===== config.mk =====
export PLATFORM = sky130hd
export DESIGN_NAME = executeUnit
export DESIGN_NICKNAME = d
export VERILOG_FILES = /design/src/mips_config.svh /design/src/mipsPkg.sv /design/src/executeUnit.sv
export SDC_FILE = /design/constraint.sdc
export NUM_CORES = 1
export LEC_CHECK = 0
export ABC_CLOCK_PERIOD_IN_PS = 7900
export BUFFER_PORTS_ARGS = -buffer_cell sky130_fd_sc_hd__buf_4
export CAP_MARGIN = 25
export CORE_MARGIN = 4
export CORE_UTILIZATION = 53
export DETAILED_ROUTE_END_ITERATION = 8
export PLACE_DENSITY = 0.95
export SYNTH_ARGS = -nofsm -noshare
export SYNTH_HDL_FRONTEND = slang
export SYNTH_SLANG_ARGS = --single-unit

===== constraint.sdc =====
create_clock -name vclk -period 7.9
set_input_delay 1.185 -clock vclk [all_inputs]
set_output_delay 1.185 -clock vclk [all_outputs]
set_load 0.005 [all_outputs]

===== src/mips_config.svh =====
`ifndef MIPS_CONFIG_SVH
`define MIPS_CONFIG_SVH

//////////////////////////////
// Memory sizing
//////////////////////////////

// Instruction memory depth in words, matches the 6-bit load address
`define MIPS_IMEM_WORDS 64

// Data memory depth in words
`define MIPS_DMEM_WORDS 32

//////////////////////////////
// Fetch
//////////////////////////////

// First fetch address out of reset
`define MIPS_RESET_PC 32'h0000_0000

`endif


===== src/mipsPkg.sv =====
package mipsPkg;

        // Supported primary opcodes
        typedef enum logic [5:0] {
                opRType = 6'd0,
                opJ     = 6'd2,
                opJal   = 6'd3,
                opBeq   = 6'd4,
                opBne   = 6'd5,
                opAddiu = 6'd9,
                opAndi  = 6'd12,
                opOri   = 6'd13,
                opLw    = 6'd35,
                opSw    = 6'd43
        } opcodeT;

        // Supported R-type function codes
        typedef enum logic [5:0] {
                fnSll  = 6'd0,
                fnAddu = 6'd33,
                fnSubu = 6'd35,
                fnAnd  = 6'd36,
                fnOr   = 6'd37,
                fnSlt  = 6'd42
        } functT;

        typedef enum logic [3:0] {
                aluAdd = 4'd0,
                aluSub = 4'd1,
                aluAnd = 4'd2,
                aluOr  = 4'd3,
                aluSlt = 4'd4,
                aluSll = 4'd5
        } aluOpT;

        // Writeback source
        typedef enum logic [1:0] {
                wbAlu = 2'd0,
                wbMem = 2'd1,
                wbPc  = 2'd2
        } wbSelT;

        //////////////////////////////
        // Control word, 12 bits
        //////////////////////////////
        typedef struct packed {
                logic  regWrite;
                logic  memRead;
                logic  memWrite;
                logic  aluSrc;
                logic  zeroExt;
                logic  branch;
                logic  branchNe;
                logic  jump;
                logic  link;
                logic  regDst;
                wbSelT wbSel;
        } ctrlT;

        //////////////////////////////
        // Stage payloads, all zero is a bubble
        //////////////////////////////
        typedef struct packed {
                logic [31:0] instruction;
                logic [31:0] pcPlus4;
        } ifIdT;

        typedef struct packed {
                ctrlT        ctrl;
                aluOpT       aluOp;
                logic [31:0] readData1;
                logic [31:0] readData2;
                logic [31:0] immediate;
                logic [4:0]  shamt;
                logic [4:0]  rt;
                logic [4:0]  rd;
                logic [31:0] pcPlus4;
                logic [31:0] jumpTarget;
        } idExT;

        typedef struct packed {
                ctrlT        ctrl;
                logic [31:0] aluResult;
                logic        zero;
                logic [31:0] storeData;
                logic [31:0] branchTarget;
                logic [31:0] jumpTarget;
                logic [31:0] pcPlus4;
                logic [4:0]  writeReg;
        } exMemT;

        typedef struct packed {
                logic        regWrite;
                wbSelT       wbSel;
                logic [31:0] aluResult;
                logic [31:0] memData;
                logic [31:0] pcPlus4;
                logic [4:0]  writeReg;
        } memWbT;

endpackage


===== src/executeUnit.sv =====
`timescale 1ns/1ps

module executeUnit (
        input  mipsPkg::idExT  idIn,
        output mipsPkg::exMemT exOut
);

        logic [31:0] opB;
        logic [31:0] aluResult;
        logic [4:0]  writeReg;

        //////////////////////////////
        // ALU control and ALU
        //////////////////////////////

        // Immediate for I-type, rt otherwise
        assign opB = idIn.ctrl.aluSrc ? idIn.immediate : idIn.readData2;

        always_comb begin
                case (idIn.aluOp)
                        mipsPkg::aluAdd: aluResult = idIn.readData1 + opB;
                        mipsPkg::aluSub: aluResult = idIn.readData1 - opB;
                        mipsPkg::aluAnd: aluResult = idIn.readData1 & opB;
                        mipsPkg::aluOr:  aluResult = idIn.readData1 | opB;
                        // Signed compare
                        mipsPkg::aluSlt: aluResult = {31'd0,
                                $signed(idIn.readData1) < $signed(opB)};
                        // Shifts rt by shamt, rs unused
                        mipsPkg::aluSll: aluResult = idIn.readData2 << idIn.shamt;
                        default:         aluResult = '0;
                endcase
        end

        // Destination, r31 for jal
        always_comb begin
                if (idIn.ctrl.link) begin
                        writeReg = 5'd31;
                end else if (idIn.ctrl.regDst) begin
                        writeReg = idIn.rd;
                end else begin
                        writeReg = idIn.rt;
                end
        end

        //////////////////////////////
        // Payload to EX/MEM
        //////////////////////////////
        always_comb begin
                exOut           = '0;
                exOut.ctrl      = idIn.ctrl;
                // Writes aimed at r0 retire as bubbles
                exOut.ctrl.regWrite = idIn.ctrl.regWrite && (writeReg != 5'd0);
                exOut.aluResult = aluResult;
                exOut.zero      = (aluResult == 32'd0);
                exOut.storeData = idIn.readData2;
                // Word offset relative to the delay-free PC+4
                exOut.branchTarget = idIn.pcPlus4 + {idIn.immediate[29:0], 2'b00};
                exOut.jumpTarget   = idIn.jumpTarget;
                exOut.pcPlus4      = idIn.pcPlus4;
                exOut.writeReg     = writeReg;
        end

endmodule


---- Yosys cells after proc, flatten, opt, wreduce, memory -nomap -nowiden ----
Cells that the tools add are included.
storage, ports and cells
  flip-flop bits (word level) ............. 0
  input bits .............................. 191
  output and inout port bits .............. 178
  word-level logic and storage cells ...... 20
operators by class
  $add $sub $neg .......................... 3
  $lt $le $gt $ge ......................... 1
  equal/unequal tests ..................... 5
  shifts and indexed selects .............. 1
  multiplexer cells ....................... 4
  bitwise operators ....................... 2
  reduce and logical (&&, ||, !) cells .... 4
operators with widths
  cell                  count
  $pmux W32 S6          1
  $add A32 B32 Y32      2
  $and A32 B32 Y32      1
  $logic_not A32 Y1     1
  $lt A32 B32 Y1        1
  $mux W32              1
  $or A32 B32 Y32       1
  $shl A32 B5 Y32       1
  $sub A32 B32 Y32      1
  $mux W5               2
  $eq A4 B2 Y1 const B  2
  $eq A4 B3 Y1 const B  2
  $reduce_bool A5 Y1    1
  $eq A4 B1 Y1 const B  1
  $logic_not A4 Y1      1
  $logic_and A1 B1 Y1   1

---- Depth between registers and ports, before layout ----
  depth after elaboration ................. 4
  depth in mapped cells ................... 18
  gate-level depth less buffers ........... 16

---- Least setup slack after synthesis ----
OpenSTA, ideal clock, no wires.
  path type ............................... in2out
  start ................................... input idIn[187] (netlist name)
  end ..................................... output exOut[133] (netlist name)
  arrival ................................. 5.342 ns
  required time ........................... 6.715 ns
  slack ................................... 1.373 ns
  cell stages on the path ................. 17
  path buffers ............................ 2
  path through ............................ clkbuf_1 buf_1 mux2i_1 inv_1 ha_1 fa_1 o21ba_1 a2111o_1 a21oi_1 and4_1 nor4_1 or4_1 o2111ai_1 o311ai_1 a2111oi_0 nand4_1 nor4_2
RTL lines
  what                RTL line          source
  start: declaration  executeUnit.sv:4  input mipsPkg::idExT idIn,
  end: declaration    executeUnit.sv:5  output mipsPkg::exMemT exOut

==> results.py <==
metrics = {
    "sta": {
        "finalSetupViolCount": 0,
        "timing.final.ws_setup_ns": 0.873,
        "drv_slew": 0,
        "relSlewSlack_pct": 29.3,
        "tns_ns": 0,
        "finalCritPeriodShare_pct": 89.0,
        "fmax_mhz": 142,
        "tightest_slew_ns": 1.06,
        "hold_viol": 0,
        "rsz0062_at_grt": "false",
        "fin_crit_ns": 7.03,
    },
    "job": {
        "cap_viol_max_count": 0,
    },
    "clock_network": {
        "ctsResizeCount": 0,
        "post_cts_buffers": 0,
        "hold_buffers": 0,
    },
    "worst_setup_path": {
        "crit_type": "input pin to output pin",
        "cp_max_fo": 24,
        "cp-start-kind": "input pin",
        "cp-end-kind": "output pin",
        "critPathArrivalTime_ns": 5.84,
        "cp_data_required_time_ns": 6.71,
    },
    "min_path": {
        "hp-start": "idIn[179]",
        "min_path_cells": 0,
        "hold-path-endpoint": "exOut[166]",
        "hold_path.class": "input pin to output pin",
    },
    "floorplan": {
        "die_area_sq_mm": 0.0203,
        "core_area_sq_mm": 0.0175,
        "die_h_um": 142,
        "core.rowCount": 48,
        "die_w_um": 142,
        "ios": 369,
        "initial_core_util_pct": 54.7,
    },
    "logic_synthesis": {
        "syn_area_per_cell_sq_um": 7.08,
        "syn_area_sq_mm": 0.00956,
        "syn_inst": 1350,
        "ys_warn_count": 0,
        "yosys-top-cells-area": "ha_1 (17%), buf_4 (8.9%), mux2i_1 (7.5%)",
        "yosysSeqAreaShare_pct": 0,
        "synth_largest_area_cell": "ha_1",
        "yosys.area.top_type_share_pct": 17.3,
        "syn-num-nets": 1676,
        "ys_types": 78,
    },
    "grt": {
        "grt_pass1_vias": 10300,
        "grt_pass1_wl_um": 58900,
        "antenna_found_initial": 0,
        "overflow": 0,
        "grt_max_degree": 60,
        "globalRouteTotalUtil_pct": 36.3,
    },
    "drt": {
        "ant_nets": 0,
        "vias": 11100,
        "vias_per_cell": 6.59,
        "wl_um": 40000,
        "dr.pass1.iters": 7,
        "avgRoutedWirePerCell_um": 23.7,
        "dr.first_iter.drc_count": 1196,
        "drc_errors": 0,
    },
    "placement": {
        "preCtsSetupSlack_ns": 0.972,
        "place.gp.congestion": 1.07,
        "portBuffers": 283,
        "hpwl_um": 33300,
    },
    "pwr": {
        "vdd_ir_drop_max_uv": 65.5,
        "powerDensity_mw_per_mm2": 83.3,
        "p_leak_nw": 5.34,
    },
    "finish": {
        "num-fill-cells": 1602,
        "seq_cell_count": 0,
        "post-route-util_pct": 62.6,
        "clkbuf_count": 0,
        "drive_above_1_share_pct": 23.4,
        "multi_input_area_sq_mm": 0.00804,
        "regArea_sq_um": 0,
        "diodes": 0,
        "areaGrowthSynthToFinish_pct": 14.4,
        "fin_nets": 1792,
    },
    "run_status": {
        "status": "finished, final reports clean",
    },
}
-- worst max-delay path by stage --
| stage | endpoint | slack [ns] | from |
|---|---|---|---|
| finish | exOut[133] | 0.87 | idIn[187] |
| global route | exOut[133] | 0.59 | idIn[187] |
| CTS | exOut[133] | 0.94 | idIn[187] |
| detailed placement | exOut[133] | 0.97 | idIn[187] |
| global placement | exOut[133] | 1.06 | idIn[187] |
| floorplan | exOut[133] | 1.37 | idIn[187] |
-- cells in the mapped netlist, types with 10 or more instances --
| cell type | count |
|---|---|
| mux2_2 | 10 |
| o211ai_1 | 22 |
| buf_1 | 13 |
| clkbuf_1 | 40 |
| buf_2 | 11 |
| a21o_1 | 26 |
| xor2_1 | 10 |
| nor4_1 | 12 |
| nand2b_1 | 20 |
| o22ai_1 | 16 |
| o21a_1 | 12 |
| inv_1 | 111 |
| mux2i_1 | 72 |
| o21ai_0 | 70 |
| nor2_1 | 100 |
| a211oi_1 | 32 |
| buf_4 | 114 |
| nand2_1 | 105 |
| nand3_1 | 26 |
| a21oi_1 | 96 |
| nor2b_1 | 18 |
| o21bai_1 | 12 |
| a31oi_1 | 11 |
| mux4_2 | 26 |
| nor3_1 | 31 |
| ha_1 | 132 |
| xnor2_1 | 32 |
| or3_1 | 14 |
-- final cells by class --
type               instances  share of cell area, %
inverters                114                   3.91
multi-input cells       1058                   73.5
well taps                225                   2.57
repair buffers           292                   20.0
-- where the power goes --
part	internal, W	switching (W)
registers	0	0
logic	0.000390	0.000522
clock network	0	0
-- placed cells by master (no fill, tap or decap), types with 30 or more instances in the layout --
master    instances
ha_1            132
xnor2_1          32
nand2_1         105
nor2_1          100
nor3_1           30
a21oi_1          96
a211oi_1         32
o21ai_0          70
buf_4           292
mux2i_1          72
inv_1           111
-- critical path: stages --
cell and delay, ns:
buf_4 0.18, buf_4 0.45, mux2i_1 0.36, ha_1 0.36
o21ba_1 0.21, a2111o_1 0.46, a211oi_1 0.40, o311ai_1 0.21
nand2_1 0.12, xor2_1 0.16, o221ai_1 0.16, or4b_1 0.54
nor4_1 0.43, nand4_1 0.21, nor4_2 0.23, buf_4 0.17
-- metal layers --
layer | part of all wire [%] | up-vias | track usage, %
li1 | - | 5088 | -
met1 | 37 | 5113 | 44.7
met2 | 47 | 760 | 61.4
met3 | 9.1 | 169 | 3.97
met4 | 7.5 | 0 | 20.8
met5 | 0 | - | 0
-- logic make-up (layout without fill, tap and decap cells) --
logic type	after synthesis	after routing	share of synthesized area [%]
buf+inv	292	406	16.1
mux	108	108	14.8
xor+xnor	42	42	3.85
fa+ha+maj	135	135	17.9
simple gates	363	363	18.1
compound gates	410	410	29.3
-- stage by stage --
stage | power (W) | hold WS [ns] | area, sq um | cells
after global routing | 0.000977 | 2.37 | 10900 | 1689
after global placement | 0.000879 | 2.37 | 10900 | 1688
after floorplan | 0.000570 | 2.45 | 9560 | 1350
final | 0.000912 | 2.37 | 10900 | 1689
after CTS | 0.000892 | 2.37 | 10900 | 1688
after detailed placement | 0.000887 | 2.37 | 10900 | 1688
No activity file was read; power rests on OpenSTA's default activity.
