$ cat src/mips_config.svh
`ifndef MIPS_CONFIG_SVH
`define MIPS_CONFIG_SVH

//////////////////////////////
// Memory sizing
//////////////////////////////

// Instruction memory depth in words, matches the 6-bit load address
`define MIPS_IMEM_WORDS 64

// Data memory depth in words
`define MIPS_DMEM_WORDS 32

//////////////////////////////
// Fetch
//////////////////////////////

// First fetch address out of reset
`define MIPS_RESET_PC 32'h0000_0000

`endif

$ cat src/mipsPkg.sv
package mipsPkg;

        // Supported primary opcodes
        typedef enum logic [5:0] {
                opRType = 6'd0,
                opJ     = 6'd2,
                opJal   = 6'd3,
                opBeq   = 6'd4,
                opBne   = 6'd5,
                opAddiu = 6'd9,
                opAndi  = 6'd12,
                opOri   = 6'd13,
                opLw    = 6'd35,
                opSw    = 6'd43
        } opcodeT;

        // Supported R-type function codes
        typedef enum logic [5:0] {
                fnSll  = 6'd0,
                fnAddu = 6'd33,
                fnSubu = 6'd35,
                fnAnd  = 6'd36,
                fnOr   = 6'd37,
                fnSlt  = 6'd42
        } functT;

        typedef enum logic [3:0] {
                aluAdd = 4'd0,
                aluSub = 4'd1,
                aluAnd = 4'd2,
                aluOr  = 4'd3,
                aluSlt = 4'd4,
                aluSll = 4'd5
        } aluOpT;

        // Writeback source
        typedef enum logic [1:0] {
                wbAlu = 2'd0,
                wbMem = 2'd1,
                wbPc  = 2'd2
        } wbSelT;

        //////////////////////////////
        // Control word, 12 bits
        //////////////////////////////
        typedef struct packed {
                logic  regWrite;
                logic  memRead;
                logic  memWrite;
                logic  aluSrc;
                logic  zeroExt;
                logic  branch;
                logic  branchNe;
                logic  jump;
                logic  link;
                logic  regDst;
                wbSelT wbSel;
        } ctrlT;

        //////////////////////////////
        // Stage payloads, all zero is a bubble
        //////////////////////////////
        typedef struct packed {
                logic [31:0] instruction;
                logic [31:0] pcPlus4;
        } ifIdT;

        typedef struct packed {
                ctrlT        ctrl;
                aluOpT       aluOp;
                logic [31:0] readData1;
                logic [31:0] readData2;
                logic [31:0] immediate;
                logic [4:0]  shamt;
                logic [4:0]  rt;
                logic [4:0]  rd;
                logic [31:0] pcPlus4;
                logic [31:0] jumpTarget;
        } idExT;

        typedef struct packed {
                ctrlT        ctrl;
                logic [31:0] aluResult;
                logic        zero;
                logic [31:0] storeData;
                logic [31:0] branchTarget;
                logic [31:0] jumpTarget;
                logic [31:0] pcPlus4;
                logic [4:0]  writeReg;
        } exMemT;

        typedef struct packed {
                logic        regWrite;
                wbSelT       wbSel;
                logic [31:0] aluResult;
                logic [31:0] memData;
                logic [31:0] pcPlus4;
                logic [4:0]  writeReg;
        } memWbT;

endpackage

$ cat src/fetchUnit.sv
`timescale 1ns/1ps
`include "mips_config.svh"

module fetchUnit (
        input  logic          clk,
        input  logic          rst,
        input  logic          run,
        input  logic          imemWe,
        input  logic [5:0]    imemAddr,
        input  logic [31:0]   imemData,
        input  logic          redirect,
        input  logic [31:0]   redirectPc,
        output logic [31:0]   ProgramCounter,
        output mipsPkg::ifIdT ifOut
);

        localparam int IdxW = $clog2(`MIPS_IMEM_WORDS);

        logic [31:0] imem [`MIPS_IMEM_WORDS];
        logic [31:0] pcPlus4;
        logic [31:0] instruction;

        assign pcPlus4 = ProgramCounter + 32'd4;

        // Word-indexed, combinational read
        assign instruction = imem[ProgramCounter[IdxW+1:2]];

        //////////////////////////////
        // Program counter
        //////////////////////////////
        always_ff @(posedge clk) begin
                if (rst) begin
                        ProgramCounter <= `MIPS_RESET_PC;
                end else if (redirect) begin
                        // Taken branch or jump from MEM
                        ProgramCounter <= redirectPc;
                end else if (run) begin
                        ProgramCounter <= pcPlus4;
                end
        end

        // Load port, one word per strobe
        always_ff @(posedge clk) begin
                if (imemWe) begin
                        imem[imemAddr] <= imemData;
                end
        end

        // Bubble into IF/ID while halted
        always_comb begin
                ifOut = '0;
                if (run) begin
                        ifOut.instruction = instruction;
                        ifOut.pcPlus4     = pcPlus4;
                end
        end

        // Redirect targets must keep fetch on word boundaries
        pcAligned: assert property (@(posedge clk) disable iff (rst)
                ProgramCounter[1:0] == 2'b00);

endmodule

$ cat config.mk
export PLATFORM = sky130hd
export DESIGN_NAME = fetchUnit
export DESIGN_NICKNAME = d
export VERILOG_FILES = /design/src/mipsPkg.sv /design/src/fetchUnit.sv
export VERILOG_INCLUDE_DIRS = /design/src
export SDC_FILE = /design/constraint.sdc
export NUM_CORES = 2
export LEC_CHECK = 0
export BUFFER_PORTS_ARGS = -buffer_cell sky130_fd_sc_hd__clkbuf_2
export CORE_MARGIN = 8
export CORE_UTILIZATION = 39
export CTS_CLUSTER_SIZE = 12
export DETAILED_ROUTE_END_ITERATION = 8
export GPL_ROUTABILITY_DRIVEN = 0
export PLACE_DENSITY_LB_ADDON = 0.12
export SYNTH_ARGS = -nofsm -noshare
export SYNTH_HDL_FRONTEND = slang
export SYNTH_SLANG_ARGS = --single-unit
$ cat constraint.sdc
create_clock -name clk -period 6.4 [get_ports clk]
set_input_delay 0.32 -clock clk [delete_from_list [all_inputs] [get_ports clk]]
set_output_delay 0.32 -clock clk [all_outputs]
set_load 0.02 [all_outputs]
# Word-level counts from Yosys, hierarchy flattened
# Memory sizes are Yosys's and may differ from the RTL's. A register that Yosys moved wholly into a read port is not among the register bits.
# Cells that the tools add are included.
op_classes:
  add_sub_neg: 1
  mux: 7
  reduce_logical: 1
ops:
  columns: ["operator", "count"]
  rows:
  - ["$mux W32", 2]
  - ["$mux W64", 1]
  - ["$add A32 B3 Y32 const B", 1]
  - ["$mux W6", 2]
  - ["$mux W1", 2]
  - ["$reduce_bool A2 Y1", 1]
totals:
  reg_bits: 32
  ramBits: 2048
  output_inout_bits: 96
  elab_cells: 11
  memories: 1
memory_table:
  columns: ["memory", "words", "width", "rd", "rd_ports_with_merged_regs", "write_ports", "line", "text"]
  rows:
  - ["imem", 64, 32, 1, 1, 1, "fetchUnit.sv:19", "logic [31:0] imem [`MIPS_IMEM_WORDS];"]

# Depth between registers and ports, before layout
depth:
  word_depth: 5
  mapped_depth: 10
  ltp_nobuf: 6

# Worst setup path before layout
# OpenSTA, ideal clock, no wires.
synth_timing:
  path_type: "input -> register"
  startpoint: "input port imemAddr[5]"
  endpoint: "memory imem[48][0], enable pin"
  setup_time_ps: 461
  arrival_ps: 3196
  required_ps: 5939
  setup_slack_ps: 2743
  path_stages: 4
  path_cell_list: "clkbuf_1 > nand3_1 > or3_1 > nor3_1"
synth_rtl:
  columns: ["element", "line", "text"]
  rows:
  - ["start, declared", "fetchUnit.sv:9", "input logic [5:0] imemAddr,"]
  - ["end, declared", "fetchUnit.sv:19", null]
# No word-level cell before the write port.

==> flow_metrics.py <==
metrics = {
    "setup_path": {
        "worst-r2r-setup-slack_ns": 3.63,
        "rr_worst_depth": 6,
        "worst_r2r_endpoint": "ProgramCounter[28]",
        "path_max_fanout": 90,
        "timing.critical_path.arrival_ns": 4.57,
        "critical_path.startpoint_type": "flip-flop",
        "critPathRequiredTime_ns": 6.08,
        "r2r-start": "ProgramCounter[3]",
        "cp_cell_sequence": "buf_12, mux4_2, mux2i_1, nor2_1, a211oi_1, a211oi_1, buf_4, clkbuf_2",
        "critPathKind": "reg2out",
        "critical-path-max-stage-delay_ns": 1.05,
        "cell_type_of_the_slowest_stage_on_the_worst_timing_path": "sky130_fd_sc_hd__a211oi_1",
        "crit_top_cell": "sky130_fd_sc_hd__a211oi_1",
        "worstSetupEndpointType": "output port",
    },
    "timing": {
        "timing.final.hold_violations": 0,
        "period_share_pct": 76.4,
        "finalSetupViolations": 0,
        "skew_ns": 0.0214,
        "holdWs_ns": 0.0658,
        "worst_slew_pin_slew_ns": 1.33,
        "fin_setup_tns_ns": 0,
        "achievable_freq_mhz": 204,
        "relative_max_transition_margin_pct": 11.0,
        "min_period_ns": 4.89,
        "drv_slew": 0,
        "rsz_0062_raised_after_global_routing": "no",
    },
    "synth": {
        "synth-async-reset-ratio_pct": 0,
        "synth_nets": 3672,
        "postSynthAreaPerCell_um2": 22.5,
        "postSynthRegisterBits": 2086,
        "post-synth-top-area-cell": "sky130_fd_sc_hd__edfxtp_1",
        "synth_sequential_area_ratio_pct": 77.0,
        "post_synth_main_area_contributors": "sky130_fd_sc_hd__edfxtp_1 (76%), sky130_fd_sc_hd__mux4_2 (16%), sky130_fd_sc_hd__mux2i_1 (1.7%)",
        "yosys_warnings": 0,
        "syn_inst": 3596,
        "synth.cell_area_mm2": 0.0809,
        "yosysMostFrequentCell": "sky130_fd_sc_hd__edfxtp_1",
        "synth.distinct_cells": 66,
        "synth_edf_count": 2048,
        "ys_dominant_reg_cell": "sky130_fd_sc_hd__edfxtp_1",
        "post-synth-top-area-fraction_pct": 76.0,
        "yosys-top-cells-count": "sky130_fd_sc_hd__edfxtp_1 (2048), sky130_fd_sc_hd__mux4_2 (558), sky130_fd_sc_hd__nor2_1 (152)",
    },
    "floorplan": {
        "core_area_mm2": 0.207,
        "initial_core_util_pct": 39.1,
        "io_pins": 171,
        "chipWidth_um": 471,
        "die_h_um": 471,
        "floorplan.die_area_mm2": 0.222,
        "num_rows": 167,
    },
    "global_routing": {
        "gr_util_met1_pct": 28.6,
        "gr-usage-all-layers_pct": 20.6,
        "gr-total-overflow": 0,
        "gr-max-usage-layer": "met2",
        "groute.layer.met3.usage_pct": 3.71,
        "maximum_number_of_pins_on_one_net_before_global_route_repair": 91,
        "grt.met2_usage_pct": 34.1,
        "antenna_found_initial": 18,
        "number_of_global_route_vias_before_repair": 40100,
        "grt_first_pass_wirelength_um": 323000,
    },
    "placed_design": {
        "half_perimeter_wire_length_of_the_detailed_placement_result_um": 125000,
        "portbufs": 170,
    },
    "routing": {
        "route.detailed.vias_per_inst": 5.72,
        "via_count": 39200,
        "first_pass_drt_iterations": 6,
        "wl_um": 233000,
        "wl_per_cell_um": 34.0,
        "drt_iter0_markers": 3900,
        "drtAntennaViolNets": 0,
        "drc": 0,
    },
    "power": {
        "power.ir.vdd_worst_mv": 0.248,
        "pwr_density_cell_mw_per_mm2": 309,
        "power.leakage_nw": 28.5,
    },
    "run": {
        "timing.max_cap.violations": 0,
    },
    "status": {
        "run_status": "finished, final reports clean",
    },
    "worst_hold_path": {
        "min_path_type": "in2reg",
        "hp-start": "redirect",
        "hold_path_depth": 3,
    },
    "cts": {
        "htreeDepth": 4,
        "clock-sinks": 2086,
        "cts_repair_resize_count": 0,
        "cts_hold_buf": 36,
        "cts_made_buffers": 217,
        "cts_setup_buffers": 0,
        "cts.path.max_buffers": 3,
        "clock_latency_ns": 0.83,
        "cts_tree": "done",
        "clockRootBuffer": "sky130_fd_sc_hd__clkbuf_16",
        "cts.clk_slew.worst_paths_ns": 0.06,
    },
    "final_layout": {
        "net_count_of_the_finished_layout": 4056,
        "register_area_mm2": 0.0623,
        "n_fill_cell": 17300,
        "area_occupied_by_multi_input_gates_mm2": 0.0181,
        "layout-drive-gt1-share_pct": 31.1,
        "area_growth_syn_to_layout_pct": 14.7,
    },
}
## sequential cells by signal, indices dropped and copies added, names as in the netlist, named ones only
signal,flops
imem,2048
ProgramCounter,32
## kinds of logic (layout without fill, tap and decap cells)
| group | after synthesis | in the layout | share of synthesized area, % |
|---|---|---|---|
| compound gates | 182 | 182 | 1.53 |
| xor+xnor | 43 | 43 | 0.466 |
| fa+ha+maj | 1 | 1 | 0.0155 |
| buf+inv | 204 | 749 | 1.22 |
| flops | 2086 | 2086 | 77.0 |
| mux | 733 | 733 | 17.8 |
| other cells | 0 | 5 | 0 |
| simple gates | 347 | 347 | 2.03 |
## layout by cell type (no fill, tap or decap), types with 29 or more instances in the layout
cell,instances
sky130_fd_sc_hd__clkbuf_2,170
sky130_fd_sc_hd__a211oi_1,30
sky130_fd_sc_hd__nor2_1,90
sky130_fd_sc_hd__a21oi_1,31
sky130_fd_sc_hd__dlygate4sd3_1,36
sky130_fd_sc_hd__buf_4,143
sky130_fd_sc_hd__mux2_2,41
sky130_fd_sc_hd__clkinv_1,49
sky130_fd_sc_hd__nor2_4,62
sky130_fd_sc_hd__nand2_1,58
sky130_fd_sc_hd__clkbuf_1,59
sky130_fd_sc_hd__dfxtp_1,33
sky130_fd_sc_hd__edfxtp_1,2048
sky130_fd_sc_hd__mux4_2,558
sky130_fd_sc_hd__mux2i_1,134
sky130_fd_sc_hd__o21ai_0,29
sky130_fd_sc_hd__clkbuf_16,222
sky130_fd_sc_hd__clkinv_2,36
## power by group
group | leakage (nW) | total (mW) | switching (mW) | internal [mW]
combinational | 6.59 | 1.83 | 1.11 | 0.719
sequential | 18.7 | 15.2 | 0.0761 | 15.1
clock | 3.15 | 11.7 | 5.12 | 6.54
total | 28.5 | 28.7 | 6.31 | 22.4
## routing by layer
layer,vias to the layer above,share of wire [%]
li1,16000,-
met1,21500,42
met2,1368,49
met3,288,6.4
met4,6,2.1
met5,-,0.018
## critical path: cells and delay by family (launching register included)
family,cells,cell delay (ns)
AO/OA/AOI/OAI,2,1.30
buffers and inverters,3,0.92
flip-flops,1,0.76
multiplexers,2,0.58
AND/OR/NAND/NOR,1,0.06
## cell type report
cell class                 count  area share [%]
tap                         2704            3.65
clock buffer                 281            6.23
antenna                        5          0.0135
inverter                       9          0.0418
sequential                  2086            67.1
clock inverter                99           0.705
timing repair buffer         360            2.70
multi-input combinational   1306            19.5
## per-stage QoR
stage	utilization, %	instance area (um^2)	setup WS [ns]	cells	total power [mW]
6_report	44.9	92800	1.51	6850	28.7
5_1_grt	44.9	92800	1.32	6846	29.5
3_5_place_dp	41.6	86000	2.34	6429	17.3
2_1_floorplan	-	80900	2.74	3596	16.5
4_1_cts	44.9	92800	1.43	6845	29.0
3_3_place_gp	41.6	86000	2.37	6429	17.3
## worst max path at each step
stage	slack (ns)	depth (start not counted)	end
2_1_floorplan	2.74	4	imem[48][0]
3_3_place_gp	2.37	7	ifOut[53]
3_5_place_dp	2.34	7	ifOut[53]
4_1_cts	1.43	7	ifOut[53]
5_1_grt	1.32	7	ifOut[55]
6_report	1.51	8	ifOut[55]
No activity file was read; power rests on OpenSTA's default activity.
