[src/mips_config.svh]
`ifndef MIPS_CONFIG_SVH
`define MIPS_CONFIG_SVH

//////////////////////////////
// Memory sizing
//////////////////////////////

// Instruction memory depth in words, matches the 6-bit load address
`define MIPS_IMEM_WORDS 64

// Data memory depth in words
`define MIPS_DMEM_WORDS 32

//////////////////////////////
// Fetch
//////////////////////////////

// First fetch address out of reset
`define MIPS_RESET_PC 32'h0000_0000

`endif

[src/mipsPkg.sv]
package mipsPkg;

        // Supported primary opcodes
        typedef enum logic [5:0] {
                opRType = 6'd0,
                opJ     = 6'd2,
                opJal   = 6'd3,
                opBeq   = 6'd4,
                opBne   = 6'd5,
                opAddiu = 6'd9,
                opAndi  = 6'd12,
                opOri   = 6'd13,
                opLw    = 6'd35,
                opSw    = 6'd43
        } opcodeT;

        // Supported R-type function codes
        typedef enum logic [5:0] {
                fnSll  = 6'd0,
                fnAddu = 6'd33,
                fnSubu = 6'd35,
                fnAnd  = 6'd36,
                fnOr   = 6'd37,
                fnSlt  = 6'd42
        } functT;

        typedef enum logic [3:0] {
                aluAdd = 4'd0,
                aluSub = 4'd1,
                aluAnd = 4'd2,
                aluOr  = 4'd3,
                aluSlt = 4'd4,
                aluSll = 4'd5
        } aluOpT;

        // Writeback source
        typedef enum logic [1:0] {
                wbAlu = 2'd0,
                wbMem = 2'd1,
                wbPc  = 2'd2
        } wbSelT;

        //////////////////////////////
        // Control word, 12 bits
        //////////////////////////////
        typedef struct packed {
                logic  regWrite;
                logic  memRead;
                logic  memWrite;
                logic  aluSrc;
                logic  zeroExt;
                logic  branch;
                logic  branchNe;
                logic  jump;
                logic  link;
                logic  regDst;
                wbSelT wbSel;
        } ctrlT;

        //////////////////////////////
        // Stage payloads, all zero is a bubble
        //////////////////////////////
        typedef struct packed {
                logic [31:0] instruction;
                logic [31:0] pcPlus4;
        } ifIdT;

        typedef struct packed {
                ctrlT        ctrl;
                aluOpT       aluOp;
                logic [31:0] readData1;
                logic [31:0] readData2;
                logic [31:0] immediate;
                logic [4:0]  shamt;
                logic [4:0]  rt;
                logic [4:0]  rd;
                logic [31:0] pcPlus4;
                logic [31:0] jumpTarget;
        } idExT;

        typedef struct packed {
                ctrlT        ctrl;
                logic [31:0] aluResult;
                logic        zero;
                logic [31:0] storeData;
                logic [31:0] branchTarget;
                logic [31:0] jumpTarget;
                logic [31:0] pcPlus4;
                logic [4:0]  writeReg;
        } exMemT;

        typedef struct packed {
                logic        regWrite;
                wbSelT       wbSel;
                logic [31:0] aluResult;
                logic [31:0] memData;
                logic [31:0] pcPlus4;
                logic [4:0]  writeReg;
        } memWbT;

endpackage

[src/pipeReg.sv]
`timescale 1ns/1ps

module pipeReg #(
        parameter type payloadT = mipsPkg::ifIdT
) (
        input  logic    clk,
        input  logic    rst,
        input  logic    flush,
        input  payloadT d,
        output payloadT q
);

        // Bubble is the all-zero payload
        always_ff @(posedge clk) begin
                if (rst || flush) begin
                        q <= '0;
                end else begin
                        q <= d;
                end
        end

endmodule

[config.mk]
export PLATFORM = sky130hd
export DESIGN_NAME = pipeReg
export DESIGN_NICKNAME = d
export VERILOG_FILES = /design/src/mips_config.svh /design/src/mipsPkg.sv /design/src/pipeReg.sv
export SDC_FILE = /design/constraint.sdc
export NUM_CORES = 1
export LEC_CHECK = 0
export BUFFER_PORTS_ARGS = -buffer_cell sky130_fd_sc_hd__buf_4
export CORE_MARGIN = 4
export CORE_UTILIZATION = 30
export CTS_CLUSTER_SIZE = 14
export DETAILED_ROUTE_END_ITERATION = 6
export SYNTH_ARGS = -nofsm -noshare
export SYNTH_HDL_FRONTEND = slang
export SYNTH_SLANG_ARGS = --single-unit
[constraint.sdc]
create_clock -name clk -period 1.15 [get_ports clk]
set_input_delay 0.0575 -clock clk [delete_from_list [all_inputs] [get_ports clk]]
set_output_delay 0.0575 -clock clk [all_outputs]
set_load 0.02 [all_outputs]
==> Word level (Yosys, flattened, before mapping) <==
Cells that the tools add are included.
{ "totals": {"in_bits": 67, "register_bits": 64, "elab_cells": 3, "out_inout_bits": 64} }
{ "classes": {"reduce_logical": 1} }
{ "ops": {"columns": ["cell", "count"], "rows": [
  ["1-bit logical OR", 1]
]} }

==> Depth between registers and ports, before layout <==
Gate-level depths: netlist of the first run.
{ "logic_depth": {"word_depth": 1, "depth_mapped": 3, "depth_no_buf": 1} }

==> Worst setup path before layout of the first run <==
No wires, ideal clock.
{ "synth_path": {"kind": "input to register", "startpoint": "input port flush", "endpoint": "register q[0] (netlist bit)", "t_required_ns": 1.078, "setup_ns": 0.072, "path_slack_ns": 0.608, "t_arrival_ns": 0.470, "cell_stages": 3, "cell_sequence": "buf_6 > buf_6 > nor3b_2"} }
{ "synth_between": {"elab_chain_cells": 1} }
{ "synth_lines": {"columns": ["element", "line", "rtl"], "rows": [
  ["from (decl)", "pipeReg.sv:8", "input logic flush,"],
  ["1-bit logical OR", "pipeReg.sv:15", "if (rst || flush) begin"],
  ["to (signal assigned)", "pipeReg.sv:16", "q <= '0;"],
  ["to (signal assigned)", "pipeReg.sv:18", "q <= d;"],
  ["to (decl)", "pipeReg.sv:10", "output payloadT q"]
]} }
Every way passes these cells.
A chain may end at the register's enable or synchronous reset.

==> Final worst setup path of the first run <==
{ "layout_path": {"startpoint": "register q[56] (netlist bit)", "endpoint": "output port q[56] (netlist bit)"} }
No word-level cell between the ends.

==> impl_results.md, run 1 <==
- Max Cap Viol: 0
- Period Utilization, post-route: between 70% and 80%
- Die width: 94.0 um
- Yosys top cell area share: 57.7%
- WS Path Type: flop to primary output
- Die span in y: approximately 94 um
- Vias in the first global route: between 1500 and 2000
- CTS tree: done
- Outcome: finished, final reports clean
- Die ar.: between 0.008 and 0.009 mm2
- #FFs+latches synth: between 60 and 70
- Fmax: around 1100 MHz
- Top post-synthesis cells by area: dfxtp_1 58%, nor3b_2 34%, buf_6 7.1%
- Gate power share: about 17%
- Drt drc: 0
- Placed cell area: 0.00319 mm2
- Synth Net Count: roughly 210
- Layout cell share with drive strength beyond 1: 60.1%
- CP peak stage delay: approximately 0.34 ns
- Area of the multi-input gates: slightly below 800 um2
- Total GRT Usage: approximately 14%
- Post-synthesis cell type count: 4
- Antenna cells: 0
- Worst setup margin: 0.278 ns
- Total power draw: 4.74 mW
- Nets: ~400
- TritonCTS Buffers: 9
- Sw power: between 1 and 1.5 mW
- Endpoints failing setup: 0
- PwrDens: about 1200 mW/mm2
- Initial drt markers: 32
- Mean Syn Cell Area: approximately 16 um2
- Area leader, netlist: dfxtp_1
- Core area: ~0.007 mm2
- IO Pins: approximately 130
- First-pass GRT wire length: 9.29 mm
- Layout fillers: around 600
- GPL Wtd Cong: ~0.69
- Post-CTS resize count: 0
- Syn Inst Count: about 140
- Part of the power in the clock network: between 30% and 40%
- Leakage: around 1.7 nW
- Met2 usage in global routing: roughly a quarter
- Worst slew pin tran: approximately 1.0 ns
- Sequential cell area fraction in the yosys report: around 58%
- Sequential Power Share: 49.3%
- Worst Hold Class: input port to flop
- GRT busiest layer: met2
- Cell Int Power: about 3.6 mW
- Avg WL per Cell: between 10 and 15 um
- GRT met3 Usage: between 5 and 6%
- Gr ovfl total: 0
- Switching part of the total: a little under a quarter
- Buffers & Inverters on Critical Path: 1
- Max FFs per register: 64
- Grt met1 use: approximately 14%
- Area Overhead vs Synth: 79.5%
- Post-DRT Antenna Nets: 0
- Routed WL: ~6.2 mm
- Fin area: 0.00398 mm2
- Setup_tns: 0 ns
- First-pass detailed-route iteration total: 4
- Initial Util: 30.8%
- Most flop-heavy register: q
- Slew Viols, Final: 0
- Critical-path cell list: buf_4
- Leading registers by flop count: q (64)
- Vias: ~1700
- CTS sink count: 64
- WP data required: 1.09 ns
- Storage cell area: roughly 0.0013 mm2
- Pre-CTS setup slack: around 0.032 ns
- Max_slew headroom: about a third
- Nature of the critical path endpoint: primary output
- Crit path time final: 0.872 ns
- Clock Path Buffers: 2
- Worst vdd ir: between 0.0008 and 0.0009 V
- Post-Syn Area: approximately 0.0022 mm2
- Crit path arrival time: 0.81 ns
- Rows: 31
- Vias per cell: ~4
- Final Hold Viols: 0
- CTS root buffer: clkbuf_8
- Crit-path leading delay family: flip-flops
- Port bufs: 130
- Crit-path slowest cell: dfxtp_1
- CP Max Fanout: 1
- H-tree depth: 3
- Unrepaired setup endpoints after global routing: false
- Util after Layout: 55.2%
- Reg clk slew, reported paths: approximately 0.060 ns
- Initial antenna violation count: 0
- Setup crit start kind: flop
- Synth Warn #: 0
- Pin count of the biggest net entering global routing: 65
[layer usage]
metal / up-vias / wire length (um)
li1: 864 / -
met1: 787 / 2310
met2: 82 / 3260
met3: 10 / 496
met4: 0 / 105
met5: - / 0
[through the flow]
stage          std cells  hold slack, ns
2_1_floorplan        142           0.215
3_3_place_gp         359           0.297
3_5_place_dp         359           0.301
4_1_cts              437           0.180
5_1_grt              437           0.188
6_report             437           0.187
[Yosys cell counts]
cell and n:
dfxtp_1 64, buf_6 14, nor3b_1 4, nor3b_2 60
[layout make-up]
type                    instances  area share (%)
multi-input cells              64            19.6
clock buffers                  13            3.74
clock inverters                 1           0.126
well taps                      99            3.11
flip-flops and latches         64            32.2
repair buffers                196            41.3
[final timing paths]
check                 startpoint     to  slack, ns  cells after the start
worst max-delay path       q[56]  q[56]       0.28                      1
worst min-delay path         rst  q[15]       0.19                      3
[power groups by stage]
stage	Clock [mW]	Sequential [mW]	Combinational, mW
4_1_cts	1.66	2.33	0.826
3_3_place_gp	0	2.38	0.646
5_1_grt	1.75	2.34	0.876
3_5_place_dp	0	2.38	0.648
2_1_floorplan	0	2.49	0.241
6_report	1.58	2.33	0.826
[logic make-up after synthesis]
group                  count (synthesis)  synth area share (%)
DFF                                   64                  57.7
buffers and inverters                 14                  7.10
and+or+nand+nor                       64                  35.2
[what timing repair did]
action                    4_1_cts  5_1_grt
buffers inserted                0        0
hold endpoints to repair       64        0
hold buffers                   64        0
[layout by cell type, fill, tap and decap left out, drive strengths merged]
master       count
dfxtp           64
clkinv           1
nor3b           64
dlygate4sd3     64
buf            132
clkbuf          13
(Power assumes the default switching activity.)
==> run 2: changes to the inputs <==
Clock period 1.15 ns to 0.81 ns, I/O delays scaled along.
==> run 2 against run 1 <==
Net effect:
- the flow now finishes with violations (setup timing)
- utilization up 6.1 points
- critical endpoint is now q[11]
- largest power group unchanged
- count of clock-buffer cells in the layout unchanged
- non-clock buffer count increased by 3
- routed wire length rose by 7.9%
- power increased by 60%
- die area unchanged
- clock power rose by 86%
- flip-flop and latch count stayed put
==> impl_results.md, run 2 (synthesized netlist as in run 1, its figures left out) <==
- Outcome: finished, violations left
- Failing checks: setup timing
- Initial antenna violation count: 0 (unchanged)
- Area Overhead vs Synth: 99.3%
- Switching part of the total: 22.1% (-1.7 points)
- Crit path arrival time: 0.77 ns (-0.04 ns)
- Clock Path Buffers: 2 (unchanged)
- Max Cap Viol: 0 (unchanged)
- DP HPWL: ~3.9 mm
- CP Max Fanout: 1 (unchanged)
- Drt drc: 0 (unchanged)
- Unrepaired setup endpoints after global routing: true
- Buffers & Inverters on Critical Path: 1 (unchanged)
- Commonest non-fill, non-tap cell in the layout: buf_4
- Pre-CTS setup slack: 0.0504 ns (+0.0179 ns)
- Placed cell area: 0.00325 mm2 (+1.9%)
- Critical-path cell list: buf_6
- Crit path time final: 0.810 ns
- PwrDens: 1720 mW/mm2 (+44%)
- CTS root buffer: clkbuf_8
- Inst Count DP: 362 (+0.84%)
- Rows: 31 (unchanged)
- Core area: 0.00721 mm2 (unchanged)
- IO Pins: 131 (unchanged)
- WS Path Type: flop to primary output
- Fmax: between 1000 and 1500 MHz
- Initial drt markers: 17 (-47%)
- TritonCTS Buffers: 9 (unchanged)
- H-tree depth: 3 (unchanged)
- Cell Int Power: 5.92 mW (+64%)
- Endpoints failing setup: 1 (+1)
- Worst vdd ir: 0.00102 V (+26%)
- Postcts setup bufs: 0 (unchanged)
- Layout cell share with drive strength beyond 1: 79.3% (+19 points)
- WP data required: 0.77 ns (-0.32 ns)
- Vias per cell: 4.02 (+0.91%)
- First-pass GRT wire length: 10.4 mm (+12%)
- Worst Hold Class: input port to flop
- Sequential Power Share: 44.3% (-5.0 points)
- Avg WL per Cell: 15.0 um (+6.6%)
- Most flop-heavy register: q
- Sw power: 1.67 mW (+49%)
- GPL Wtd Cong: 0.678 (-1.7%)
- Worst setup margin: -0.0000677 ns (-0.278 ns)
- Period Utilization, post-route: 100%
- Leading registers by flop count: q (64)
- Max FFs per register: 64 (unchanged)
- Gr ovfl total: 0 (unchanged)
- CTS tree: done
- Nets: 405 (+0.75%)
- Die width: 94.0 um (unchanged)
- First-pass detailed-route iteration total: 4 (unchanged)
- Reg clk slew, reported paths: 0.07 ns (about the same)
- Post-DRT Antenna Nets: 0 (unchanged)
- Die ar.: 0.00884 mm2 (unchanged)
- Fin cells: 442 (+1.1%)
- Final Hold Viols: 0 (unchanged)
- Part of the power in the clock network: 38.7% (+5.4 points)
- CP peak stage delay: 0.33 ns (about the same)
- Die span in y: 94.0 um (unchanged)
- Max_slew headroom: 83.1% (+50 points)
- Port bufs: 130 (unchanged)
- Vias in the first global route: 2032 (+6.4%)
- Crit-path leading delay family: flip-flops
- Nature of the critical path endpoint: primary output
- Total GRT Usage: 15.7% (+1.7 points)
- Slew Viols, Final: 0 (unchanged)
- Worst slew pin tran: 0.254 ns (-0.750 ns)
- Antenna cells: 0 (unchanged)
- Routed WL: 6.65 mm (+7.9%)
- CTS sink count: 64 (unchanged)
- Vias: 1779 (+2.1%)
- Initial Util: 30.8% (unchanged)
- Leakage: 1.87 nW (+7.8%)
- Setup crit start kind: flop
- Pin count of the biggest net entering global routing: 30 (-54%)
- Crit-path slowest cell: dfxtp_2
- Highest-count cells in the layout ignoring fill and taps: 67 x buf_4, 64 x dlygate4sd3_1, 64 x buf_6, 64 x dfxtp_2, 60 x nor3b_2
- Total power draw: 7.59 mW (+60%)
- Fin area: 0.00442 mm2 (+11%)
- Gate power share: 17.0% (-0.4 points)
## run 2: cell types whose count changed in the layout (fill, tap and decap cells not counted)
cell | before | now
buf_12 | 1 | 4
buf_6 | 0 | 64
bufinv_16 | 0 | 2
dfxtp_1 | 64 | 0
buf_4 | 131 | 67
dfxtp_2 | 0 | 64
## run 2: metal layers
layer | global-route usage, % | wire [um]
met1 | 16.2 | 2420
met5 | 0 | 0
met4 | 8.30 | 218
met2 | 27.9 | 3530
met3 | 5.37 | 483
## run 2: power by group through the flow
stage | Clock [mW] | Sequential (mW) | Combinational (mW)
final | 2.94 | 3.36 | 1.29
after global routing | 3.21 | 3.37 | 1.37
after CTS | 3.03 | 3.36 | 1.29
after detailed placement | 0 | 3.38 | 0.959
after global placement | 0 | 3.38 | 0.953
after floorplan | 0 | 3.54 | 0.343
## run 2: layout make-up
class | count | area [um2]
Clock inverter | 3 | 65.1
Sequential cell | 64 | 1360
Clock buffer | 13 | 149
Fill cell | 560 | 2790
Timing Repair Buffer | 199 | 1940
Tap cell | 99 | 124
Multi-Input combinational cell | 64 | 781
## run 2: timing repair
action / 4_1_cts / 5_1_grt
gates resized for setup: 126 / 2
hold endpoints to repair: 64 / 0
hold buffers: 64 / 0
setup endpoints to repair: 64 / 64
## run 2: final timing paths
| kind | startpoint | end | depth (start not counted) |
|---|---|---|---|
| setup / recovery | q[11] | q[11] | 1 |
| hold / removal | rst | q[8] | 2 |
## run 2: per-stage QoR
step / hold slack, ns / setup TNS, ns / utilization, %
after global routing: 0.00959 / -2.12 / 61.3
after detailed placement: 0.283 / 0 / 45.0
final: 0.0301 / -0.0000677 / 61.3
after floorplan: 0.198 / 0 / -
after CTS: 0.0189 / -0.688 / 61.3
after global placement: 0.279 / 0 / 45.0
