--- src/mips_config.svh ---
`ifndef MIPS_CONFIG_SVH
`define MIPS_CONFIG_SVH

//////////////////////////////
// Memory sizing
//////////////////////////////

// Instruction memory depth in words, matches the 6-bit load address
`define MIPS_IMEM_WORDS 64

// Data memory depth in words
`define MIPS_DMEM_WORDS 32

//////////////////////////////
// Fetch
//////////////////////////////

// First fetch address out of reset
`define MIPS_RESET_PC 32'h0000_0000

`endif

--- src/mipsPkg.sv ---
package mipsPkg;

        // Supported primary opcodes
        typedef enum logic [5:0] {
                opRType = 6'd0,
                opJ     = 6'd2,
                opJal   = 6'd3,
                opBeq   = 6'd4,
                opBne   = 6'd5,
                opAddiu = 6'd9,
                opAndi  = 6'd12,
                opOri   = 6'd13,
                opLw    = 6'd35,
                opSw    = 6'd43
        } opcodeT;

        // Supported R-type function codes
        typedef enum logic [5:0] {
                fnSll  = 6'd0,
                fnAddu = 6'd33,
                fnSubu = 6'd35,
                fnAnd  = 6'd36,
                fnOr   = 6'd37,
                fnSlt  = 6'd42
        } functT;

        typedef enum logic [3:0] {
                aluAdd = 4'd0,
                aluSub = 4'd1,
                aluAnd = 4'd2,
                aluOr  = 4'd3,
                aluSlt = 4'd4,
                aluSll = 4'd5
        } aluOpT;

        // Writeback source
        typedef enum logic [1:0] {
                wbAlu = 2'd0,
                wbMem = 2'd1,
                wbPc  = 2'd2
        } wbSelT;

        //////////////////////////////
        // Control word, 12 bits
        //////////////////////////////
        typedef struct packed {
                logic  regWrite;
                logic  memRead;
                logic  memWrite;
                logic  aluSrc;
                logic  zeroExt;
                logic  branch;
                logic  branchNe;
                logic  jump;
                logic  link;
                logic  regDst;
                wbSelT wbSel;
        } ctrlT;

        //////////////////////////////
        // Stage payloads, all zero is a bubble
        //////////////////////////////
        typedef struct packed {
                logic [31:0] instruction;
                logic [31:0] pcPlus4;
        } ifIdT;

        typedef struct packed {
                ctrlT        ctrl;
                aluOpT       aluOp;
                logic [31:0] readData1;
                logic [31:0] readData2;
                logic [31:0] immediate;
                logic [4:0]  shamt;
                logic [4:0]  rt;
                logic [4:0]  rd;
                logic [31:0] pcPlus4;
                logic [31:0] jumpTarget;
        } idExT;

        typedef struct packed {
                ctrlT        ctrl;
                logic [31:0] aluResult;
                logic        zero;
                logic [31:0] storeData;
                logic [31:0] branchTarget;
                logic [31:0] jumpTarget;
                logic [31:0] pcPlus4;
                logic [4:0]  writeReg;
        } exMemT;

        typedef struct packed {
                logic        regWrite;
                wbSelT       wbSel;
                logic [31:0] aluResult;
                logic [31:0] memData;
                logic [31:0] pcPlus4;
                logic [4:0]  writeReg;
        } memWbT;

endpackage

--- src/memoryUnit.sv ---
`timescale 1ns/1ps
`include "mips_config.svh"

module memoryUnit (
        input  logic           clk,
        input  logic           rst,
        input  mipsPkg::exMemT memIn,
        output mipsPkg::memWbT memOut,
        output logic           redirect,
        output logic [31:0]    redirectPc
);

        localparam int IdxW = $clog2(`MIPS_DMEM_WORDS);

        logic [31:0]     dmem [`MIPS_DMEM_WORDS];
        logic [IdxW-1:0] wordIdx;

        assign wordIdx = memIn.aluResult[IdxW+1:2];

        //////////////////////////////
        // Data memory
        //////////////////////////////

        // Store lands at the edge closing MEM
        always_ff @(posedge clk) begin
                if (memIn.ctrl.memWrite) begin
                        dmem[wordIdx] <= memIn.storeData;
                end
        end

        // Branch resolve, bne inverts the zero test
        assign redirect = memIn.ctrl.jump ||
                (memIn.ctrl.branch && (memIn.zero ^ memIn.ctrl.branchNe));
        assign redirectPc = memIn.ctrl.jump ? memIn.jumpTarget : memIn.branchTarget;

        // Payload to MEM/WB
        always_comb begin
                memOut           = '0;
                memOut.regWrite  = memIn.ctrl.regWrite;
                memOut.wbSel     = memIn.ctrl.wbSel;
                memOut.aluResult = memIn.aluResult;
                memOut.memData   = memIn.ctrl.memRead ? dmem[wordIdx] : 32'd0;
                memOut.pcPlus4   = memIn.pcPlus4;
                memOut.writeReg  = memIn.writeReg;
        end

        // Address from EX must hit an aligned word inside the array
        dmemAddrOk: assert property (@(posedge clk) disable iff (rst)
                (memIn.ctrl.memRead || memIn.ctrl.memWrite) |->
                ((memIn.aluResult[1:0] == 2'b00) &&
                 (memIn.aluResult < (`MIPS_DMEM_WORDS * 4))));

endmodule

--- config.mk ---
export PLATFORM = sky130hd
export DESIGN_NAME = memoryUnit
export DESIGN_NICKNAME = d
export VERILOG_FILES = /design/src/mipsPkg.sv /design/src/memoryUnit.sv
export VERILOG_INCLUDE_DIRS = /design/src
export SDC_FILE = /design/constraint.sdc
export NUM_CORES = 1
export LEC_CHECK = 0
export ABC_AREA = 1
export BUFFER_PORTS_ARGS = -buffer_cell sky130_fd_sc_hd__buf_4
export CORE_ASPECT_RATIO = 0.6
export CORE_MARGIN = 2
export CORE_UTILIZATION = 60
export DETAILED_ROUTE_END_ITERATION = 8
export GPL_TIMING_DRIVEN = 1
export HOLD_SLACK_MARGIN = 0.05
export PLACE_DENSITY_LB_ADDON = 0.2
export SETUP_SLACK_MARGIN = 0.5
export SYNTH_ARGS = -nofsm -noshare
export SYNTH_HDL_FRONTEND = slang
export SYNTH_SLANG_ARGS = --single-unit
export TNS_END_PERCENT = 1
--- constraint.sdc ---
create_clock -name clk -period 3.45 [get_ports clk]
set_input_delay 0 -clock clk [delete_from_list [all_inputs] [get_ports clk]]
set_output_delay 0 -clock clk [all_outputs]
set_load 0.01 [all_outputs]
After elaboration in Yosys (flattened, before gate mapping)
Memory sizes are Yosys's and may differ from the RTL's.
Index checks and enable logic that the tools add are counted.
{"block": "totals", "latch_bits": 0, "regBits": 0, "out_inout_bits": 137, "ram_bits": 1024, "memories": 1, "wordCells": 8, "romBits": 0}
{"memory": "dmem", "depth": 32, "word_bits": 32, "rd": 1, "rd_ports_with_merged_regs": 0, "write_ports": 1, "line": "memoryUnit.sv:15", "text": "logic [31:0] dmem [`MIPS_DMEM_WORDS];"}
{"block": "op_classes", "shift": 0, "mul": 0, "addsub": 0, "n_reduce_logical": 2, "n_eq_ne": 0, "magnitude_cmp": 0, "n_bitwise": 1, "div_mod_pow": 0, "n_mux": 4}
{"cell": "two-way mux 32 bit", "n": 2}
{"cell": "two-way mux 1 bit", "n": 2}
{"cell": "logical AND 1 bit", "n": 1}
{"cell": "logical OR 1 bit", "n": 1}
{"cell": "XOR 1 bit", "n": 1}

Logic depth before layout (Yosys ltp)
Gate-level depths: netlist of run 1.
{"block": "depth", "word_depth": 3, "ltp_mapped": 13, "mapped_depth_nobuf": 9}

Worst setup path after synthesis of run 1
OpenSTA, ideal clock, no wires.
{"block": "synth_path", "path_type": "input port to flip-flop", "startpoint": "input memIn[136] in the netlist's numbering", "endpoint": "memory dmem[17][0], enable pin", "arrival_ns": 2.254, "slack_ns": 0.775, "stages": 5, "n_path_buf": 3, "setup_time_ns": 0.421, "cell_sequence": "buf_2 > buf_2 > clkbuf_1 > nand3_1 > nor2_1"}
{"item": "from (decl)", "line": "memoryUnit.sv:7", "text": "input mipsPkg::exMemT memIn,"}
{"item": "to (decl)", "line": "memoryUnit.sv:15"}
No word-level cell before the write port.

==> reports/results.tsv, run 1 <==
metric	value	unit
status	finished, final reports clean	
clk_path_buf_depth	3	
finalHoldViolCount	0	
syn_to_final_growth	13.7	%
fillers	5195	
grt_use_met2	43.6	%
arrival	2.46	ns
core	71500	sq um
layoutNonFillerInstCount	5400	
grt_pass1_vias	26700	
gr-usage-met1	50.0	%
tns	0	ns
drc	0	
finalSetupViolCount	0	
placedInstanceArea	45500	sq um
dp_cells	5137	
top_usage_layer	met1	
antenna_found_initial	3	
htree_levels	3	
ios	317	
ys_async_sr_fraction	0	%
layout-drive-gt1-share	9.47	%
final_common_cell	nand2_1	
endpoint_kind	primary output	
final_area	49200	sq um
cp.required	3.45	ns
worst_slew_pin_slew	0.943	ns
io_buffers	177	
synth_edf_count	1024	
crit_fanout	138	
largest_reg_flops	1024	
ys.flop_type	edfxtp_1	
min_period	2.46	ns
fin_ws	0.991	ns
slew-limit-headroom	37.1	%
grt_max_degree	164	
start_kind	input pin	
grt_pass1_wl	169000	microns
drv_cap	0	
hold_ws	0.271	ns
ys_top_cells_by_area	edfxtp_1 (71%), nand2_1 (23%), buf_4 (1.3%)	
setup.worst_path.class	in2out	
viasPerCell	5.48	
post_drt_wl_per_cell	21.3	microns
gp_congestion	0.832	
synth_top_cell_area_share	71.1	%
grt-ovfl-total	0	
cts_root_buf	clkbuf_16	
cts.sinks	1024	
cts_tree	yes	
synth_cell_types	17	
synth_nets	4358	
gr-usage-all-layers	31.1	%
fmax	0.407	GHz
dp_hpwl	64000	microns
yosysSeqAreaShare	71.1	%
ir_drop	0.410	mV
ys_warn_count	0	
fin_nets	4534	
rows	76	
p_leak	20.4	nW
synthCells	4178	
firstDrtPassIters	6	
cts_buffers	90	
period_share	71.3	%
regMostFlops	dmem	
drtIter0Drc	4162	
die_h	212	microns
drt-total-wl	115000	microns
pre_cts_ws	0.941	ns
via_count	29600	
min_path_type	in2out	
synth.largest_area_cell	edfxtp_1	
top_regs	dmem: 1024 flops	
syn_area	43300	sq um
rsz0062_at_grt	false	
die_area	74300	sq um
ys_ff_latch	1024	
drv_slew	0	
die-width	351	microns
final_cell_mix	nand2_1 (2693), edfxtp_1 (1024), buf_4 (228)	
cts_setup_buffers	0	
postRouteAntennaNets	0	
avgSynthCellArea	10.4	sq um
globalRouteMet3Util	6.61	%
initial_core_util	60.5	%
power.density	514	nW/um^2
==> Yosys cell counts (2+ instances only) <==
| cell type | count |
|---|---|
| buf_1 | 14 |
| clkbuf_1 | 62 |
| nor3_4 | 4 |
| inv_2 | 5 |
| nand3_1 | 34 |
| nand2_1 | 2693 |
| buf_4 | 74 |
| buf_2 | 110 |
| nor2_1 | 98 |
| buf_6 | 9 |
| dlygate4sd3_1 | 2 |
| inv_1 | 11 |
| nor3_2 | 4 |
| a21oi_1 | 32 |
| edfxtp_1 | 1024 |
==> cells by family after synthesis <==
| kind of cell | count (synthesis) | share of synthesized area [%] |
|---|---|---|
| AO/OA/AOI/OAI | 33 | 0.382 |
| buffers and inverters | 288 | 3.67 |
| AND/OR/NAND/NOR | 2833 | 24.9 |
| flip-flops | 1024 | 71.1 |
==> layer usage <==
metal,wire (microns),up-vias
met1,49100,13800
li1,-,13800
met3,14900,160
met4,2340,4
met5,22,-
met2,48500,1778
==> where the power goes <==
part / leakage (nW) / internal, W / total (W) / switching [W]
Clock: 1.33 / 0.00514 / 0.00953 / 0.00439
Combinational: 9.82 / 0.000569 / 0.00188 / 0.00131
Sequential: 9.22 / 0.0138 / 0.0139 / 0.0000309
==> layout make-up <==
type,count,area (sq um),area share (%)
well taps,975,1220,2.48
diodes,1,2.50,0.00509
clock inverters,51,342,0.694
clock buffers,111,2350,4.78
multi-input cells,2866,11200,22.7
flip-flops and latches,1024,30700,62.5
inverters,16,75.1,0.153
repair buffers,356,3260,6.63
==> stage by stage <==
stage | util, % | power, W
after floorplan | - | 0.0151
after global placement | 63.6 | 0.0158
after detailed placement | 63.6 | 0.0159
after CTS | 68.8 | 0.0253
after global routing | 68.8 | 0.0260
final | 68.8 | 0.0253
==> critical path, stage by stage <==
cell	delay [ns]
buf_8	0.25
inv_8	0.31
buf_12	0.43
nand2_1	0.10
nand2_1	0.11
nand2_1	0.07
nand2_1	0.15
nand2_1	0.08
nand2_1	0.10
nor2_1	0.04
a21oi_1	0.27
buf_4	0.19
==> worst paths after layout <==
check | startpoint | to | cells past startpoint
hold / removal | memIn[85] | redirectPc[16] | 4
setup / recovery | memIn[136] | memOut[39] | 12
==> repair_timing <==
| action | CTS | global route |
|---|---|---|
| gates resized for setup | 0 | 0 |
| hold buffers | 100 | 0 |
| hold endpoints to repair | 1111 | 0 |
(Power assumes the default switching activity.)
==> run 2: changes to the inputs <==
ABC_AREA = 0   (was 1)
CORE_UTILIZATION = 54   (was 60)
clock period = 2 ns   (was 3.45 ns; I/O delays follow)
==> run 2 against run 1 <==
The flow now finishes with violations (setup timing). Sequential share of layout area rose by 0.45 points. Sequential power up 72%. Final area is 0.72% lower. Critical path depth shrank 6. Cell count down 33%. Die area rose by 3.0%. Critical endpoint is now memOut[45]. Largest cell class unchanged. Largest power group unchanged. Highest routed layer unchanged.
==> reports/results.tsv, run 2 <==
metric	value	unit	change
dp_cells	3375		was 5137
layout-drive-gt1-share	24.9	%	was 9.47%
ys_warn_count	0		unchanged
synth_top_cell_area_share	76.6	%	was 71.1%
power_frac_clock	38.1	%	was 37.7%
syn_to_final_growth	21.7	%	was 13.7%
clk_pin_slew	0.07	ns	
ys_top_cells_by_area	edfxtp_1 (77%), mux2i_1 (13%), o22ai_1 (4.0%)		was edfxtp_1 (71%), nand2_1 (23%), buf_4 (1.3%)
core	73600	sq um	was 71500 sq um
dp_hpwl	64700	microns	was 64000 microns
layoutNonFillerInstCount	3638		was 5400
drv_cap	0		unchanged
syn_area	40100	sq um	was 43300 sq um
cts_setup_buffers	0		unchanged
drc	0		unchanged
ir_drop	0.697	mV	was 0.410 mV
top_regs	dmem: 1024 flops		unchanged
setup.worst_path.class	reg2out		was in2out
viasPerCell	6.18		was 5.48
critPathBufInv	2		was 4
ios	317		unchanged
htree_levels	3		unchanged
firstDrtPassIters	5		was 6
p_leak	17.3	nW	was 20.4 nW
pre_cts_ws	-0.134	ns	was 0.941 ns
fin_util	66.4	%	was 68.8%
path_cells	mux2i_1, o22ai_1, nor4_4, buf_4, a21boi_4, buf_6		was buf_8, inv_8, buf_12, nand2_1, nand2_1, nand2_1, nand2_1, nand2_1, nand2_1, nor2_1, a21oi_1, buf_4
grt_pass1_wl	149000	microns	was 169000 microns
min_period	2.16	ns	
hold_ws	0.151	ns	was 0.271 ns
die_area	76600	sq um	was 74300 sq um
io_buffers	177		unchanged
synth_nets	2368		was 4358
hp-start	memIn[175]		was memIn[85]
die-width	356	microns	was 351 microns
cts_buffers	90		unchanged
finalSetupViolCount	25		was 0
critical_path.max_stage_delay	0.39	ns	was 0.43 ns
ys_async_sr_fraction	0	%	unchanged
antenna_found_initial	3		unchanged
antennaDiodeCount	0		was 1
endpoint_kind	primary output		unchanged
via_count	22500		was 29600
grt_pass1_vias	21700		was 26700
synth.most_common_cell	edfxtp_1		was nand2_1
cp.required	2.00	ns	was 3.45 ns
gp_congestion	0.885		was 0.832
switchingPower	0.00923	W	was 0.00573 W
crit_fanout	1		was 138
cts.sinks	1024		unchanged
swShare	21.2	%	was 22.7%
regMostFlops	dmem		unchanged
drv_slew	0		unchanged
cts_tree	yes		unchanged
tns	-1.98	ns	was 0 ns
clk_path_buf_depth	3		unchanged
arrival	2.16	ns	was 2.46 ns
yosys-top-cells-count	edfxtp_1 (1024), mux2i_1 (512), o22ai_1 (255)		was nand2_1 (2693), edfxtp_1 (1024), buf_2 (110)
critical-path-top-delay-family	simple AND/OR/NAND/NOR gates		was buffers and inverters
slew-limit-headroom	63.5	%	was 37.1%
fin_nets	2759		was 4534
min_path_type	in2reg		was in2out
synth.largest_area_cell	edfxtp_1		unchanged
die_h	215	microns	was 212 microns
postRouteAntennaNets	0		unchanged
fin_ws	-0.164	ns	was 0.991 ns
synth_cell_types	28		was 17
p_int	0.0343	W	was 0.0195 W
violations	setup timing		
synth_edf_count	1024		unchanged
drt-total-wl	104000	microns	was 115000 microns
cts_root_buf	clkbuf_16		unchanged
fillers	4924		was 5195
yosysSeqAreaShare	76.6	%	was 71.1%
start_kind	flip-flop		was input pin
post_drt_wl_per_cell	28.7	microns	was 21.3 microns
status	complete, but fails checks		was finished, final reports clean
avgSynthCellArea	18.3	sq um	was 10.4 sq um
whs_endpoint	dmem[17][31]$_DFFE_PP_		was redirectPc[16]
holdPathStages	4		unchanged
finalHoldViolCount	0		unchanged
final_common_cell	edfxtp_1		was nand2_1
final_cell_mix	edfxtp_1 (1024), mux2i_1 (506), buf_4 (295)		was nand2_1 (2693), edfxtp_1 (1024), buf_4 (228)
drtIter0Drc	2743		was 4162
gr-usage-all-layers	27.2	%	was 31.1%
grt_max_degree	34		was 164
cp_slowest_cell	nor4_4		was buf_12
seqPwrFrac	54.9	%	about the same
power.density	892	nW/um^2	was 514 nW/um^2
fmax	0.462	GHz	
grt-ovfl-total	0		unchanged
rows	77		was 76
rsz0062_at_grt	true		was false
period_share	108	%	
initial_core_util	54.5	%	was 60.5%
ys_ff_latch	1024		unchanged
worst_slew_pin_slew	0.548	ns	was 0.943 ns
largest_reg_flops	1024		unchanged
synthCells	2188		was 4178
pwr-share-comb	7.0	%	was 7.4%
ys.flop_type	edfxtp_1		unchanged
[run 2: final cells by class]
cell class,instances,area [sq um],area share [%]
timing repair buffer,504,5320,10.9
clock buffer,112,2380,4.87
multi-input combinational,959,8750,17.9
clock inverter,52,408,0.835
tap,987,1230,2.53
sequential,1024,30700,63.0
[run 2: power groups by stage]
stage	Clock, W	Sequential (W)	Combinational (W)
floorplan	0	0.0244	0.00135
global placement	0	0.0244	0.00267
detailed placement	0	0.0244	0.00273
CTS	0.0169	0.0239	0.00301
global route	0.0177	0.0239	0.00322
finish	0.0166	0.0239	0.00306
[run 2: what timing repair did]
| action | 4_1_cts | 5_1_grt |
|---|---|---|
| setup endpoints to repair | 32 | 32 |
| hold buffers | 99 | 0 |
| gates resized for setup | 46 | 27 |
| pin swaps | 48 | 26 |
| endpoints found under the hold margin | 1091 | 0 |
[run 2: cell families (layout without fill, tap and decap cells)]
group | after synthesis | count (layout) | synth area share [%]
buffers and inverters | 205 | 668 | 3.12
XOR/XNOR | 1 | 1 | 0.0218
flip-flops | 1024 | 1024 | 76.6
AO/OA/AOI/OAI | 289 | 289 | 4.63
multiplexers | 544 | 544 | 13.7
AND/OR/NAND/NOR | 125 | 125 | 1.92
[run 2: tightest hold or removal path, cell delays in order]
cell and delay (ns):
buf_4 0.12, nand3b_1 0.25, nor2_4 0.09, buf_12 0.16
[run 2: how the worst max path moves through the flow]
stage	from	endpoint	slack (ns)	depth (start not counted)
floorplan	memIn[137]	dmem[9][0]$_DFFE_PP_	-0.37	6
global placement	memIn[136]	memOut[65]	-0.13	8
detailed placement	memIn[137]	memOut[67]	-0.13	9
CTS	dmem[7][30]$_DFFE_PP_	memOut[67]	-0.22	6
global route	dmem[11][30]$_DFFE_PP_	memOut[67]	-0.27	6
finish	dmem[31][8]$_DFFE_PP_	memOut[45]	-0.16	6
[run 2: stage by stage]
stage	power [W]	instance area (sq um)
finish	0.0436	48800
global route	0.0448	48800
CTS	0.0438	48700
detailed placement	0.0271	44700
global placement	0.0270	44700
floorplan	0.0257	40300
[run 2: per-layer routing]
| metal | track usage, % | vias to the layer above | routed length, microns | share of wire [%] |
|---|---|---|---|---|
| li1 | - | 9605 | - | - |
| met1 | 42.8 | 11600 | 46000 | 44 |
| met2 | 37.9 | 1133 | 44700 | 43 |
| met3 | 7.18 | 139 | 11500 | 11 |
| met4 | 6.12 | 2 | 2000 | 1.9 |
| met5 | 0 | - | 13 | 0.012 |
